File: src/design/render_pkg.sv
// shared geometry, colours, register map and field types for the tank renderer; import where needed
package render_pkg;

    // screen geometry
    localparam int STATUS_HEIGHT = 8;
    localparam int GAME_Y_END    = 150;
    localparam int TANK_W        = 3;
    localparam int TANK_H        = 4;
    localparam int BULLET_SIZE   = 2;

    typedef logic [7:0]  coord_t;
    typedef logic [8:0]  row_t;
    typedef logic [1:0]  dir_t;
    typedef logic [1:0]  hp_t;
    typedef logic [11:0] rgb_t;

    // tank facing
    localparam dir_t DIR_UP    = 2'd0;
    localparam dir_t DIR_DOWN  = 2'd1;
    localparam dir_t DIR_LEFT  = 2'd2;
    localparam dir_t DIR_RIGHT = 2'd3;

    localparam rgb_t COLOR_BG     = 12'hFFF;
    localparam rgb_t COLOR_WALL   = 12'h333;
    localparam rgb_t COLOR_P1     = 12'h0A0;
    localparam rgb_t COLOR_P2     = 12'h00A;
    localparam rgb_t COLOR_BULLET = 12'hF80;
    localparam rgb_t COLOR_HEART  = 12'hF00;
    localparam rgb_t COLOR_SHIELD = 12'h0FF;
    localparam rgb_t COLOR_TEXT   = 12'h000;
    localparam rgb_t COLOR_WIN_P1 = 12'h0F0;
    localparam rgb_t COLOR_WIN_P2 = 12'h00F;

    // host write port
    typedef logic [5:0]  reg_addr_t;
    typedef logic [16:0] reg_data_t;

    localparam reg_addr_t ADDR_CTRL        = 6'd0;
    localparam reg_addr_t ADDR_P1_POS      = 6'd1;
    localparam reg_addr_t ADDR_P1_ATTR     = 6'd2;
    localparam reg_addr_t ADDR_P2_POS      = 6'd3;
    localparam reg_addr_t ADDR_P2_ATTR     = 6'd4;
    localparam reg_addr_t ADDR_BULLET_BASE = 6'd32;

endpackage
File: src/design/tank_renderer.sv
// renderer top: scene registers, sprite, bullet and banner logic feeding the rgb register
`timescale 1ns/100ps

module tank_renderer #(
    parameter int BULLET_NUM = 8
) (
    input  logic                  pclk,
    input  logic                  in_reset_hint,
    input  logic                  wr_req,
    input  render_pkg::reg_addr_t wr_addr,
    input  render_pkg::reg_data_t wr_data,
    output logic                  wr_ack,
    input  render_pkg::coord_t    pixel_x,
    input  render_pkg::row_t      pixel_y,
    input  logic                  in_display,
    output render_pkg::coord_t    map_rd_x,
    output render_pkg::coord_t    map_rd_y,
    input  logic                  map_wall,
    output render_pkg::rgb_t      rgb
);
    import render_pkg::*;

    coord_t                  p1_x, p1_y, p2_x, p2_y;
    dir_t                    p1_dir, p2_dir;
    hp_t                     p1_hp, p2_hp;
    logic                    p1_alive, p2_alive, p1_shield, p2_shield;
    logic [BULLET_NUM-1:0]   bullet_active;
    logic [BULLET_NUM*8-1:0] bullet_x, bullet_y;
    logic                    game_over, p1_win;
    row_t                    game_y;
    logic                    in_game;
    logic                    any_bullet, p1_body, p2_body, p1_shield_px, p2_shield_px;
    logic                    banner_box, banner_text;

    // play-field row, valid only while in_game
    assign game_y   = pixel_y - row_t'(STATUS_HEIGHT);
    assign in_game  = (pixel_y >= row_t'(STATUS_HEIGHT)) && (pixel_y < row_t'(GAME_Y_END));
    assign map_rd_x = pixel_x;
    assign map_rd_y = game_y[7:0];

    scene_regs #(.BULLET_NUM(BULLET_NUM)) u_regs (
        .pclk, .in_reset_hint, .wr_req, .wr_addr, .wr_data, .wr_ack,
        .p1_x, .p1_y, .p2_x, .p2_y, .p1_dir, .p2_dir, .p1_hp, .p2_hp,
        .p1_alive, .p2_alive, .p1_shield, .p2_shield,
        .bullet_active, .bullet_x, .bullet_y, .game_over, .p1_win
    );

    tank_sprite u_p1_sprite (
        .pixel_x, .game_y, .in_game, .tank_x(p1_x), .tank_y(p1_y), .tank_dir(p1_dir),
        .alive(p1_alive), .shield(p1_shield), .body_pixel(p1_body), .shield_pixel(p1_shield_px)
    );

    tank_sprite u_p2_sprite (
        .pixel_x, .game_y, .in_game, .tank_x(p2_x), .tank_y(p2_y), .tank_dir(p2_dir),
        .alive(p2_alive), .shield(p2_shield), .body_pixel(p2_body), .shield_pixel(p2_shield_px)
    );

    bullet_hit #(.BULLET_NUM(BULLET_NUM)) u_bullets (
        .pixel_x, .game_y, .in_game, .bullet_active, .bullet_x, .bullet_y, .any_bullet
    );

    win_banner u_banner (
        .pixel_x, .pixel_y, .game_over, .p1_win, .in_box(banner_box), .text_pixel(banner_text)
    );

    pixel_compose u_compose (
        .pclk, .in_reset_hint, .in_display, .pixel_x, .pixel_y, .in_game,
        .p1_hp, .p2_hp, .p1_win, .any_bullet, .p1_body, .p2_body,
        .p1_shield_px, .p2_shield_px, .map_wall, .banner_box, .banner_text, .rgb
    );

endmodule

File: src/design/pixel_compose.sv
// status bar, colour priority and the rgb output register of the renderer
`timescale 1ns/100ps

module pixel_compose (
    input  logic               pclk,
    input  logic               in_reset_hint,
    input  logic               in_display,
    input  render_pkg::coord_t pixel_x,
    input  render_pkg::row_t   pixel_y,
    input  logic               in_game,
    input  render_pkg::hp_t    p1_hp,
    input  render_pkg::hp_t    p2_hp,
    input  logic               p1_win,
    input  logic               any_bullet,
    input  logic               p1_body,
    input  logic               p2_body,
    input  logic               p1_shield_px,
    input  logic               p2_shield_px,
    input  logic               map_wall,
    input  logic               banner_box,
    input  logic               banner_text,
    output render_pkg::rgb_t   rgb
);
    import render_pkg::*;

    logic heart_row, p1_heart, p2_heart, status_line;

    // five pixels wide from left
    function automatic logic in_span(input coord_t x, input coord_t left);
        return ({1'b0, x} >= {1'b0, left}) && ({1'b0, x} < {1'b0, left} + 9'd5);
    endfunction

    assign heart_row = (pixel_y >= 9'd2) && (pixel_y <= 9'd5);
    assign p1_heart = (in_span(pixel_x, 8'd2) && p1_hp >= 2'd1) ||
                      (in_span(pixel_x, 8'd9) && p1_hp >= 2'd2) ||
                      (in_span(pixel_x, 8'd16) && p1_hp >= 2'd3);
    assign p2_heart = (in_span(pixel_x, 8'd179) && p2_hp >= 2'd1) ||
                      (in_span(pixel_x, 8'd186) && p2_hp >= 2'd2) ||
                      (in_span(pixel_x, 8'd193) && p2_hp >= 2'd3);
    assign status_line = (pixel_y == row_t'(STATUS_HEIGHT - 1));

    always_ff @(posedge pclk) begin
        if (in_reset_hint || !in_display) rgb <= '0;
        else if (banner_text) rgb <= COLOR_TEXT;
        else if (banner_box) rgb <= p1_win ? COLOR_WIN_P1 : COLOR_WIN_P2;
        else if (any_bullet) rgb <= COLOR_BULLET;
        else if (p1_shield_px || p2_shield_px) rgb <= COLOR_SHIELD;
        else if (p1_body) rgb <= COLOR_P1;
        else if (p2_body) rgb <= COLOR_P2;
        else if (in_game && map_wall) rgb <= COLOR_WALL;
        else if (heart_row && (p1_heart || p2_heart)) rgb <= COLOR_HEART;
        else if (status_line) rgb <= COLOR_WALL;
        else rgb <= COLOR_BG;
    end

endmodule

File: src/design/win_banner.sv
// game-over box and "P1 WIN" / "P2 WIN" text pixels from a six-glyph 5x7 ROM
`timescale 1ns/100ps

module win_banner (
    input  render_pkg::coord_t pixel_x,
    input  render_pkg::row_t   pixel_y,
    input  logic               game_over,
    input  logic               p1_win,
    output logic               in_box,
    output logic               text_pixel
);
    import render_pkg::*;

    // glyph rows packed top first, msb is the left column
    localparam logic [34:0] GLYPH [6] = '{
        35'b11110_10001_10001_11110_10000_10000_10000,  // P
        35'b00100_01100_00100_00100_00100_00100_01110,  // 1
        35'b01110_10001_00001_00110_01000_10000_11111,  // 2
        35'b10001_10001_10001_10101_10101_10101_01010,  // W
        35'b01110_00100_00100_00100_00100_00100_01110,  // I
        35'b10001_11001_10101_10101_10011_10001_10001   // N
    };
    localparam coord_t SLOT_X [5] = '{8'd78, 8'd84, 8'd92, 8'd98, 8'd104};

    logic [2:0] slot_code [5];
    logic [2:0] code;
    logic [2:0] col;
    logic [2:0] text_row;
    logic       in_slot;
    logic       in_text_rows;
    logic [4:0] line;

    assign slot_code[0] = 3'd0;
    assign slot_code[1] = p1_win ? 3'd1 : 3'd2;
    assign slot_code[2] = 3'd3;
    assign slot_code[3] = 3'd4;
    assign slot_code[4] = 3'd5;

    assign in_box = game_over && (pixel_x >= 8'd70) && (pixel_x <= 8'd129) &&
                    (pixel_y >= 9'd60) && (pixel_y <= 9'd89);
    assign in_text_rows = (pixel_y >= 9'd70) && (pixel_y <= 9'd76);
    assign text_row = 3'(pixel_y - 9'd70);

    // which character cell the pixel falls in
    always_comb begin
        in_slot = 1'b0;
        code    = 3'd0;
        col     = 3'd0;
        for (int s = 0; s < 5; s++) begin
            if (pixel_x >= SLOT_X[s] && pixel_x < SLOT_X[s] + 5) begin
                in_slot = 1'b1;
                code    = slot_code[s];
                col     = 3'(pixel_x - SLOT_X[s]);
            end
        end
    end

    assign line = GLYPH[code][34 - 5*text_row -: 5];
    assign text_pixel = game_over && in_text_rows && in_slot && line[3'd4 - col];

endmodule

File: src/design/bullet_hit.sv
// flags a pixel covered by any active bullet of the table
`timescale 1ns/100ps

module bullet_hit #(
    parameter int BULLET_NUM = 8
) (
    input  render_pkg::coord_t      pixel_x,
    input  render_pkg::row_t        game_y,
    input  logic                    in_game,
    input  logic [BULLET_NUM-1:0]   bullet_active,
    input  logic [BULLET_NUM*8-1:0] bullet_x,
    input  logic [BULLET_NUM*8-1:0] bullet_y,
    output logic                    any_bullet
);
    import render_pkg::*;

    logic [BULLET_NUM-1:0] hit;

    for (genvar i = 0; i < BULLET_NUM; i++) begin : g_bullet
        logic [8:0] dx, dy;
        // negative offsets wrap high and miss the square
        assign dx = {1'b0, pixel_x} - {1'b0, bullet_x[i*8 +: 8]};
        assign dy = game_y - {1'b0, bullet_y[i*8 +: 8]};
        assign hit[i] = bullet_active[i] && (dx < BULLET_SIZE) && (dy < BULLET_SIZE);
    end

    assign any_bullet = in_game && (|hit);

endmodule

File: src/design/tank_sprite.sv
// body and shield-ring pixels of one tank; one instance per player in the renderer top
`timescale 1ns/100ps

module tank_sprite (
    input  render_pkg::coord_t pixel_x,
    input  render_pkg::row_t   game_y,
    input  logic               in_game,
    input  render_pkg::coord_t tank_x,
    input  render_pkg::coord_t tank_y,
    input  render_pkg::dir_t   tank_dir,
    input  logic               alive,
    input  logic               shield,
    output logic               body_pixel,
    output logic               shield_pixel
);
    import render_pkg::*;

    // offsets with a one-pixel margin so the ring starts at 0
    logic [8:0] ox, oy;
    logic [8:0] col, row;
    logic       in_box, in_ring_box, shape;

    assign ox = {1'b0, pixel_x} + 9'd1 - {1'b0, tank_x};
    assign oy = game_y + 9'd1 - {1'b0, tank_y};
    assign col = ox - 9'd1;
    assign row = oy - 9'd1;

    assign in_box      = (col < TANK_W) && (row < TANK_H);
    assign in_ring_box = (ox < TANK_W + 2) && (oy < TANK_H + 2);

    always_comb begin
        case (tank_dir)
            DIR_UP:    shape = (row[1:0] != 2'd0) || (col[1:0] == 2'd1);
            DIR_DOWN:  shape = (row[1:0] != 2'd3) || (col[1:0] == 2'd1);
            DIR_LEFT:  shape = (col[1:0] == 2'd0) ? (row[1:0] == 2'd1) : (row[1:0] <= 2'd2);
            default:   shape = (col[1:0] == 2'd2) ? (row[1:0] == 2'd1) : (row[1:0] <= 2'd2);
        endcase
    end

    assign body_pixel   = alive && in_game && in_box && shape;
    assign shield_pixel = alive && shield && in_game && in_ring_box && !in_box;

endmodule

File: src/design/scene_regs.sv
// scene register block written by the host over a four-phase req/ack port; feeds the drawing logic
`timescale 1ns/100ps

module scene_regs #(
    parameter int BULLET_NUM = 8
) (
    input  logic                     pclk,
    input  logic                     in_reset_hint,
    input  logic                     wr_req,
    input  render_pkg::reg_addr_t    wr_addr,
    input  render_pkg::reg_data_t    wr_data,
    output logic                     wr_ack,
    output render_pkg::coord_t       p1_x,
    output render_pkg::coord_t       p1_y,
    output render_pkg::coord_t       p2_x,
    output render_pkg::coord_t       p2_y,
    output render_pkg::dir_t         p1_dir,
    output render_pkg::dir_t         p2_dir,
    output render_pkg::hp_t          p1_hp,
    output render_pkg::hp_t          p2_hp,
    output logic                     p1_alive,
    output logic                     p2_alive,
    output logic                     p1_shield,
    output logic                     p2_shield,
    output logic [BULLET_NUM-1:0]    bullet_active,
    output logic [BULLET_NUM*8-1:0]  bullet_x,
    output logic [BULLET_NUM*8-1:0]  bullet_y,
    output logic                     game_over,
    output logic                     p1_win
);
    import render_pkg::*;

    always_ff @(posedge pclk) begin
        if (in_reset_hint) begin
            wr_ack        <= 1'b0;
            {p1_x, p1_y, p2_x, p2_y} <= '0;
            {p1_dir, p1_hp, p1_alive, p1_shield} <= '0;
            {p2_dir, p2_hp, p2_alive, p2_shield} <= '0;
            bullet_active <= '0;
            bullet_x      <= '0;
            bullet_y      <= '0;
            game_over     <= 1'b0;
            p1_win        <= 1'b0;
        end else if (wr_req && !wr_ack) begin
            // take the write and ack in the same edge
            wr_ack <= 1'b1;
            case (wr_addr)
                ADDR_CTRL: begin
                    game_over <= wr_data[0];
                    p1_win    <= wr_data[1];
                end
                ADDR_P1_POS: {p1_x, p1_y} <= wr_data[15:0];
                ADDR_P1_ATTR: {p1_shield, p1_alive, p1_hp, p1_dir} <= wr_data[5:0];
                ADDR_P2_POS: {p2_x, p2_y} <= wr_data[15:0];
                ADDR_P2_ATTR: {p2_shield, p2_alive, p2_hp, p2_dir} <= wr_data[5:0];
                default: begin
                    // bullet table, anything else is dropped
                    for (int i = 0; i < BULLET_NUM; i++) begin
                        if (wr_addr == reg_addr_t'(ADDR_BULLET_BASE + i)) begin
                            bullet_active[i]   <= wr_data[16];
                            bullet_x[i*8 +: 8] <= wr_data[15:8];
                            bullet_y[i*8 +: 8] <= wr_data[7:0];
                        end
                    end
                end
            endcase
        end else if (!wr_req) begin
            wr_ack <= 1'b0;
        end
    end

endmodule

File: config.mk
export PLATFORM = sky130hd
export DESIGN_NAME = tank_renderer
export DESIGN_NICKNAME = d
export VERILOG_FILES = /design/src/design/render_pkg.sv /design/src/design/tank_renderer.sv /design/src/design/pixel_compose.sv /design/src/design/win_banner.sv /design/src/design/bullet_hit.sv /design/src/design/tank_sprite.sv /design/src/design/scene_regs.sv
export SDC_FILE = /design/constraint.sdc
export NUM_CORES = 1
export LEC_CHECK = 0
export ABC_AREA = 1
export BUFFER_PORTS_ARGS = -buffer_cell sky130_fd_sc_hd__buf_2
export CAP_MARGIN = 20
export CORE_MARGIN = 4
export CORE_UTILIZATION = 60
export DETAILED_ROUTE_END_ITERATION = 12
export GPL_TIMING_DRIVEN = 1
export PLACE_DENSITY = 0.77
export SYNTH_ARGS = -nofsm -noshare
export SYNTH_HDL_FRONTEND = slang
export SYNTH_HIERARCHICAL = 1
export SYNTH_SLANG_ARGS = --single-unit
export TNS_END_PERCENT = 50
File: constraint.sdc
create_clock -name pclk -period 10 [get_ports pclk]
set_input_delay 1.5 -clock pclk [delete_from_list [all_inputs] [get_ports pclk]]
set_output_delay 1.5 -clock pclk [all_outputs]
set_load 0.01 [all_outputs]
==> results.sh <==
export IMPL_status="complete, no violations"
export IMPL_synth_mux_area_fraction=0
export IMPL_ys_warn_count=6
export IMPL_cap_violations=0
export IMPL_cts_repair_resized=0
export IMPL_port_buffers=73
export IMPL_vias=22055
export IMPL_hpwlAfterDp_um=43800
export IMPL_cts_root_buf="clkbuf_16"
export IMPL_required_ns=10.39
export IMPL_track_usage=0.330
export IMPL_synth_adder_area_share=0.141
export IMPL_cp_cell_sequence="buf_2 -> buf_4 -> inv_1 -> ha_1 -> xnor2_1 -> fa_1 -> inv_1 -> nand3_1 -> nand3_1 -> o21ai_1 -> a21oi_1 -> nand3_1 -> nand2_1 -> a21boi_1 -> nor2_1 -> nor3_1 -> inv_2 -> nor2_1 -> o21ai_1 -> nor2_1"
export IMPL_ys_seq_area_frac=0.183
export IMPL_fin_worst_skew_ns=0.0156
export IMPL_cts_sinks=193
export IMPL_die_x_um=196
export IMPL_cts_htree_levels=4
export IMPL_ys_flop_type="dfxtp_1"
export IMPL_syn_area_mm2=0.0211
export IMPL_cts_made_buffers=17
export IMPL_period_needed_ns=5.68
export IMPL_layout_drive_gt1_share=0.0617
export IMPL_routabilityCongestion=0.928
export IMPL_synth_simple_area_share=0.411
export IMPL_synth_top_family_by_area="simple AND/OR/NAND/NOR gates"
export IMPL_timing_final_crit_share=0.568
export IMPL_slew_violations=0
export IMPL_powerDensity_mw_per_mm2=104
export IMPL_synth_area_top_cells="nand2_1 (20%), dfxtp_1 (18%), inv_1 (15%)"
export IMPL_switching_share=0.395
export IMPL_clk_pin_slew_worst_paths_ns=0.08
export IMPL_drtAntennaViolNets=0
export IMPL_slowest_stage="fa_1"
export IMPL_synth_edf_count=0
export IMPL_viasPerCell=5.34
export IMPL_nets=3934
export IMPL_die_area_mm2=0.0383
export IMPL_pwr_share_clk=0.313
export IMPL_max_freq_ghz=0.176
export IMPL_ioPinCount=74
export IMPL_synth_cell_type_count=51
export IMPL_synth_seq_cells=193
export IMPL_postCtsHoldBufs=0
export IMPL_rsz0062_at_grt="no"
export IMPL_grt_pass1_wl_um=103000
export IMPL_async_reset_ff_frac=0
export IMPL_seqPwrFrac=0.338
export IMPL_synth_top_cell_by_area="nand2_1"
export IMPL_cts_buffer_depth=2
export IMPL_p_comb_frac=0.350
export IMPL_antenna_found_initial=0
export IMPL_regArea_mm2=0.00386
export IMPL_crit_fanout=22
export IMPL_n_fill_cell=3380
export IMPL_crit_type="in -> reg"
export IMPL_drt_wirelength_per_cell_um=15.6
export IMPL_syn_nets=3943
export IMPL_p_switching_uw=910
export IMPL_grt_max_degree=98
export IMPL_synthXorXnorAreaFrac=0.0120
export IMPL_diodes=0
export IMPL_setup_slack_ns=4.32
export IMPL_netlist_area_leader_share=0.200
export IMPL_routed_wl_um=64500
export IMPL_overflow=0
export IMPL_first_iter_violations=2044
export IMPL_drt_pass1_iter_count=6
export IMPL_hold_class="reg -> reg"
export IMPL_core_mm2=0.0346
export IMPL_dpl_worst_slack_ns=4.01
export IMPL_startpoint_type="input pin"
export IMPL_cp_buffers_inverters=5
export IMPL_cts_setup_buffers=0
export IMPL_synth_compound_area_share=0.0740
export IMPL_clkLatencyLatePin_ns=0.47
export IMPL_avgSynthCellArea_um2=5.76
export IMPL_areaGrowthSynthToFinish_pct=5.08
export IMPL_num_rows=68
export IMPL_multiInputGateArea_mm2=0.0135
export IMPL_max_slew_margin=0.228
export IMPL_drc=0
export IMPL_p_int_uw=1390
export IMPL_hold_violations=0
export IMPL_setup_viol=0
export IMPL_die_h_um=196
export IMPL_cp_top_family="adder cells"
export IMPL_fin_tns_setup_ns=0
export IMPL_cts_tree="yes"
export IMPL_worst_pin_slew_ns=1.15
export IMPL_vdd_drop_max_v=0.000134
export IMPL_end_kind="register"
export IMPL_p_leak_uw=0.0120
export IMPL_grt_pass1_vias=19976
export IMPL_synthCells=3673
export IMPL_worst_path_largest_cell_delay_ns=1.07
export IMPL_start_util=0.610
export IMPL_cp_arrival_ns=6.07
## cells by family after synthesis
| group | after synthesis |
|---|---|
| flip-flops | 193 |
| buffers and inverters | 967 |
| XOR/XNOR | 28 |
| AO/OA/AOI/OAI | 278 |
| AND/OR/NAND/NOR | 1982 |
| adder cells (fa/ha/maj) | 225 |
## registers in the layout (all words and copies together) (netlist names), 8 cells and up
register,cells
u_regs/bullet_active,8
u_regs/bullet_x,64
u_regs/p2_y,8
u_compose/rgb,10
u_regs/bullet_y,64
u_regs/p2_x,8
u_regs/p1_x,8
u_regs/p1_y,8
## path summary, 6_finish.rpt
path                       startpoint                   to  slack (ns)  depth (start not counted)
setup / recovery           pixel_y[1]    u_compose/rgb[10]        4.32                         20
hold / removal    u_regs/bullet_x[47]  u_regs/bullet_x[47]        0.51                          4
setup reg to reg        u_regs/p1_win    u_compose/rgb[10]        6.39                         23
hold reg to reg   u_regs/bullet_x[47]  u_regs/bullet_x[47]        0.51                          4
## layout make-up
cell class                 count  share of cell area
inverter                     850               0.144
multi-input combinational   2513               0.608
sequential                   193               0.174
clock buffer                  17              0.0192
clock inverter                15             0.00772
tap                          455              0.0256
timing repair buffer          89              0.0219
## synthesized netlist by cell type (all sizes together), types with 3 or more instances
| cell type | count |
|---|---|
| nor2 | 339 |
| a21oi | 154 |
| nand3b | 27 |
| fa | 21 |
| a21o | 7 |
| xor2 | 10 |
| nand3 | 268 |
| clkbuf | 53 |
| o211ai | 7 |
| o21a | 6 |
| or2 | 3 |
| clkinv | 11 |
| buf | 64 |
| nand4 | 180 |
| inv | 839 |
| o21bai | 8 |
| o31ai | 4 |
| dfxtp | 193 |
| nor3 | 12 |
| o21ai | 86 |
| ha | 204 |
| nand2 | 1147 |
| xnor2 | 18 |
| nor4 | 3 |
## power groups by stage
stage / Combinational (uW) / Sequential (uW) / Clock [uW]
floorplan: 589 / 797 / 0
global placement: 771 / 796 / 0
detailed placement: 786 / 796 / 0
CTS: 791 / 778 / 733
global route: 907 / 779 / 763
finish: 806 / 778 / 720
## per-layer routing
layer	vias to the layer above	track usage	routed length, um
met2	770	0.545	29100
met5	-	0	0
li1	11290	-	-
met3	112	0.0392	5510
met4	0	0.115	2040
met1	9883	0.448	27800
## worst reg2reg max path: cells and delay by family, from the launching register on
family	cells	cell delay (ns)
compound gates	2	0.15
flops	1	0.49
buf+inv	2	0.28
fa+ha+maj	1	0.30
simple gates	18	2.32
## placed cells by master (no fill, tap or decap), types with 3 or more instances in the layout
cell and count:
clkinv_1 11, a21oi_2 14, nand3b_1 26, inv_8 3
dfxtp_1 193, inv_6 4, nand4_1 180, buf_2 73
clkinv_4 4, inv_2 12, inv_1 824, a21oi_1 140
xnor2_1 16, nor2_8 4, nand2_1 1124, a21o_1 7
o21ai_1 12, nor3_1 12, ha_1 204, o21a_1 6
o21bai_1 8, buf_4 16, fa_1 21, o31ai_1 4
inv_4 3, nor2_2 16, xor2_1 8, nand2_2 21
clkbuf_16 17, nand3_2 18, nor2_1 317, nand3_1 248
o21ai_0 72, o211ai_1 6
## metrics by stage
stage / util / hold slack (ns) / total power (uW) / area, um2 / std cells
after floorplan: - / 0.482 / 1390 / 21100 / 3673
after CTS: 0.641 / 0.510 / 2300 / 22200 / 4132
after global placement: 0.624 / 0.494 / 1570 / 21600 / 4100
after detailed placement: 0.624 / 0.496 / 1580 / 21600 / 4100
final: 0.641 / 0.510 / 2300 / 22200 / 4132
after global routing: 0.641 / 0.538 / 2450 / 22200 / 4132
Power figures use the tool's default switching activity.
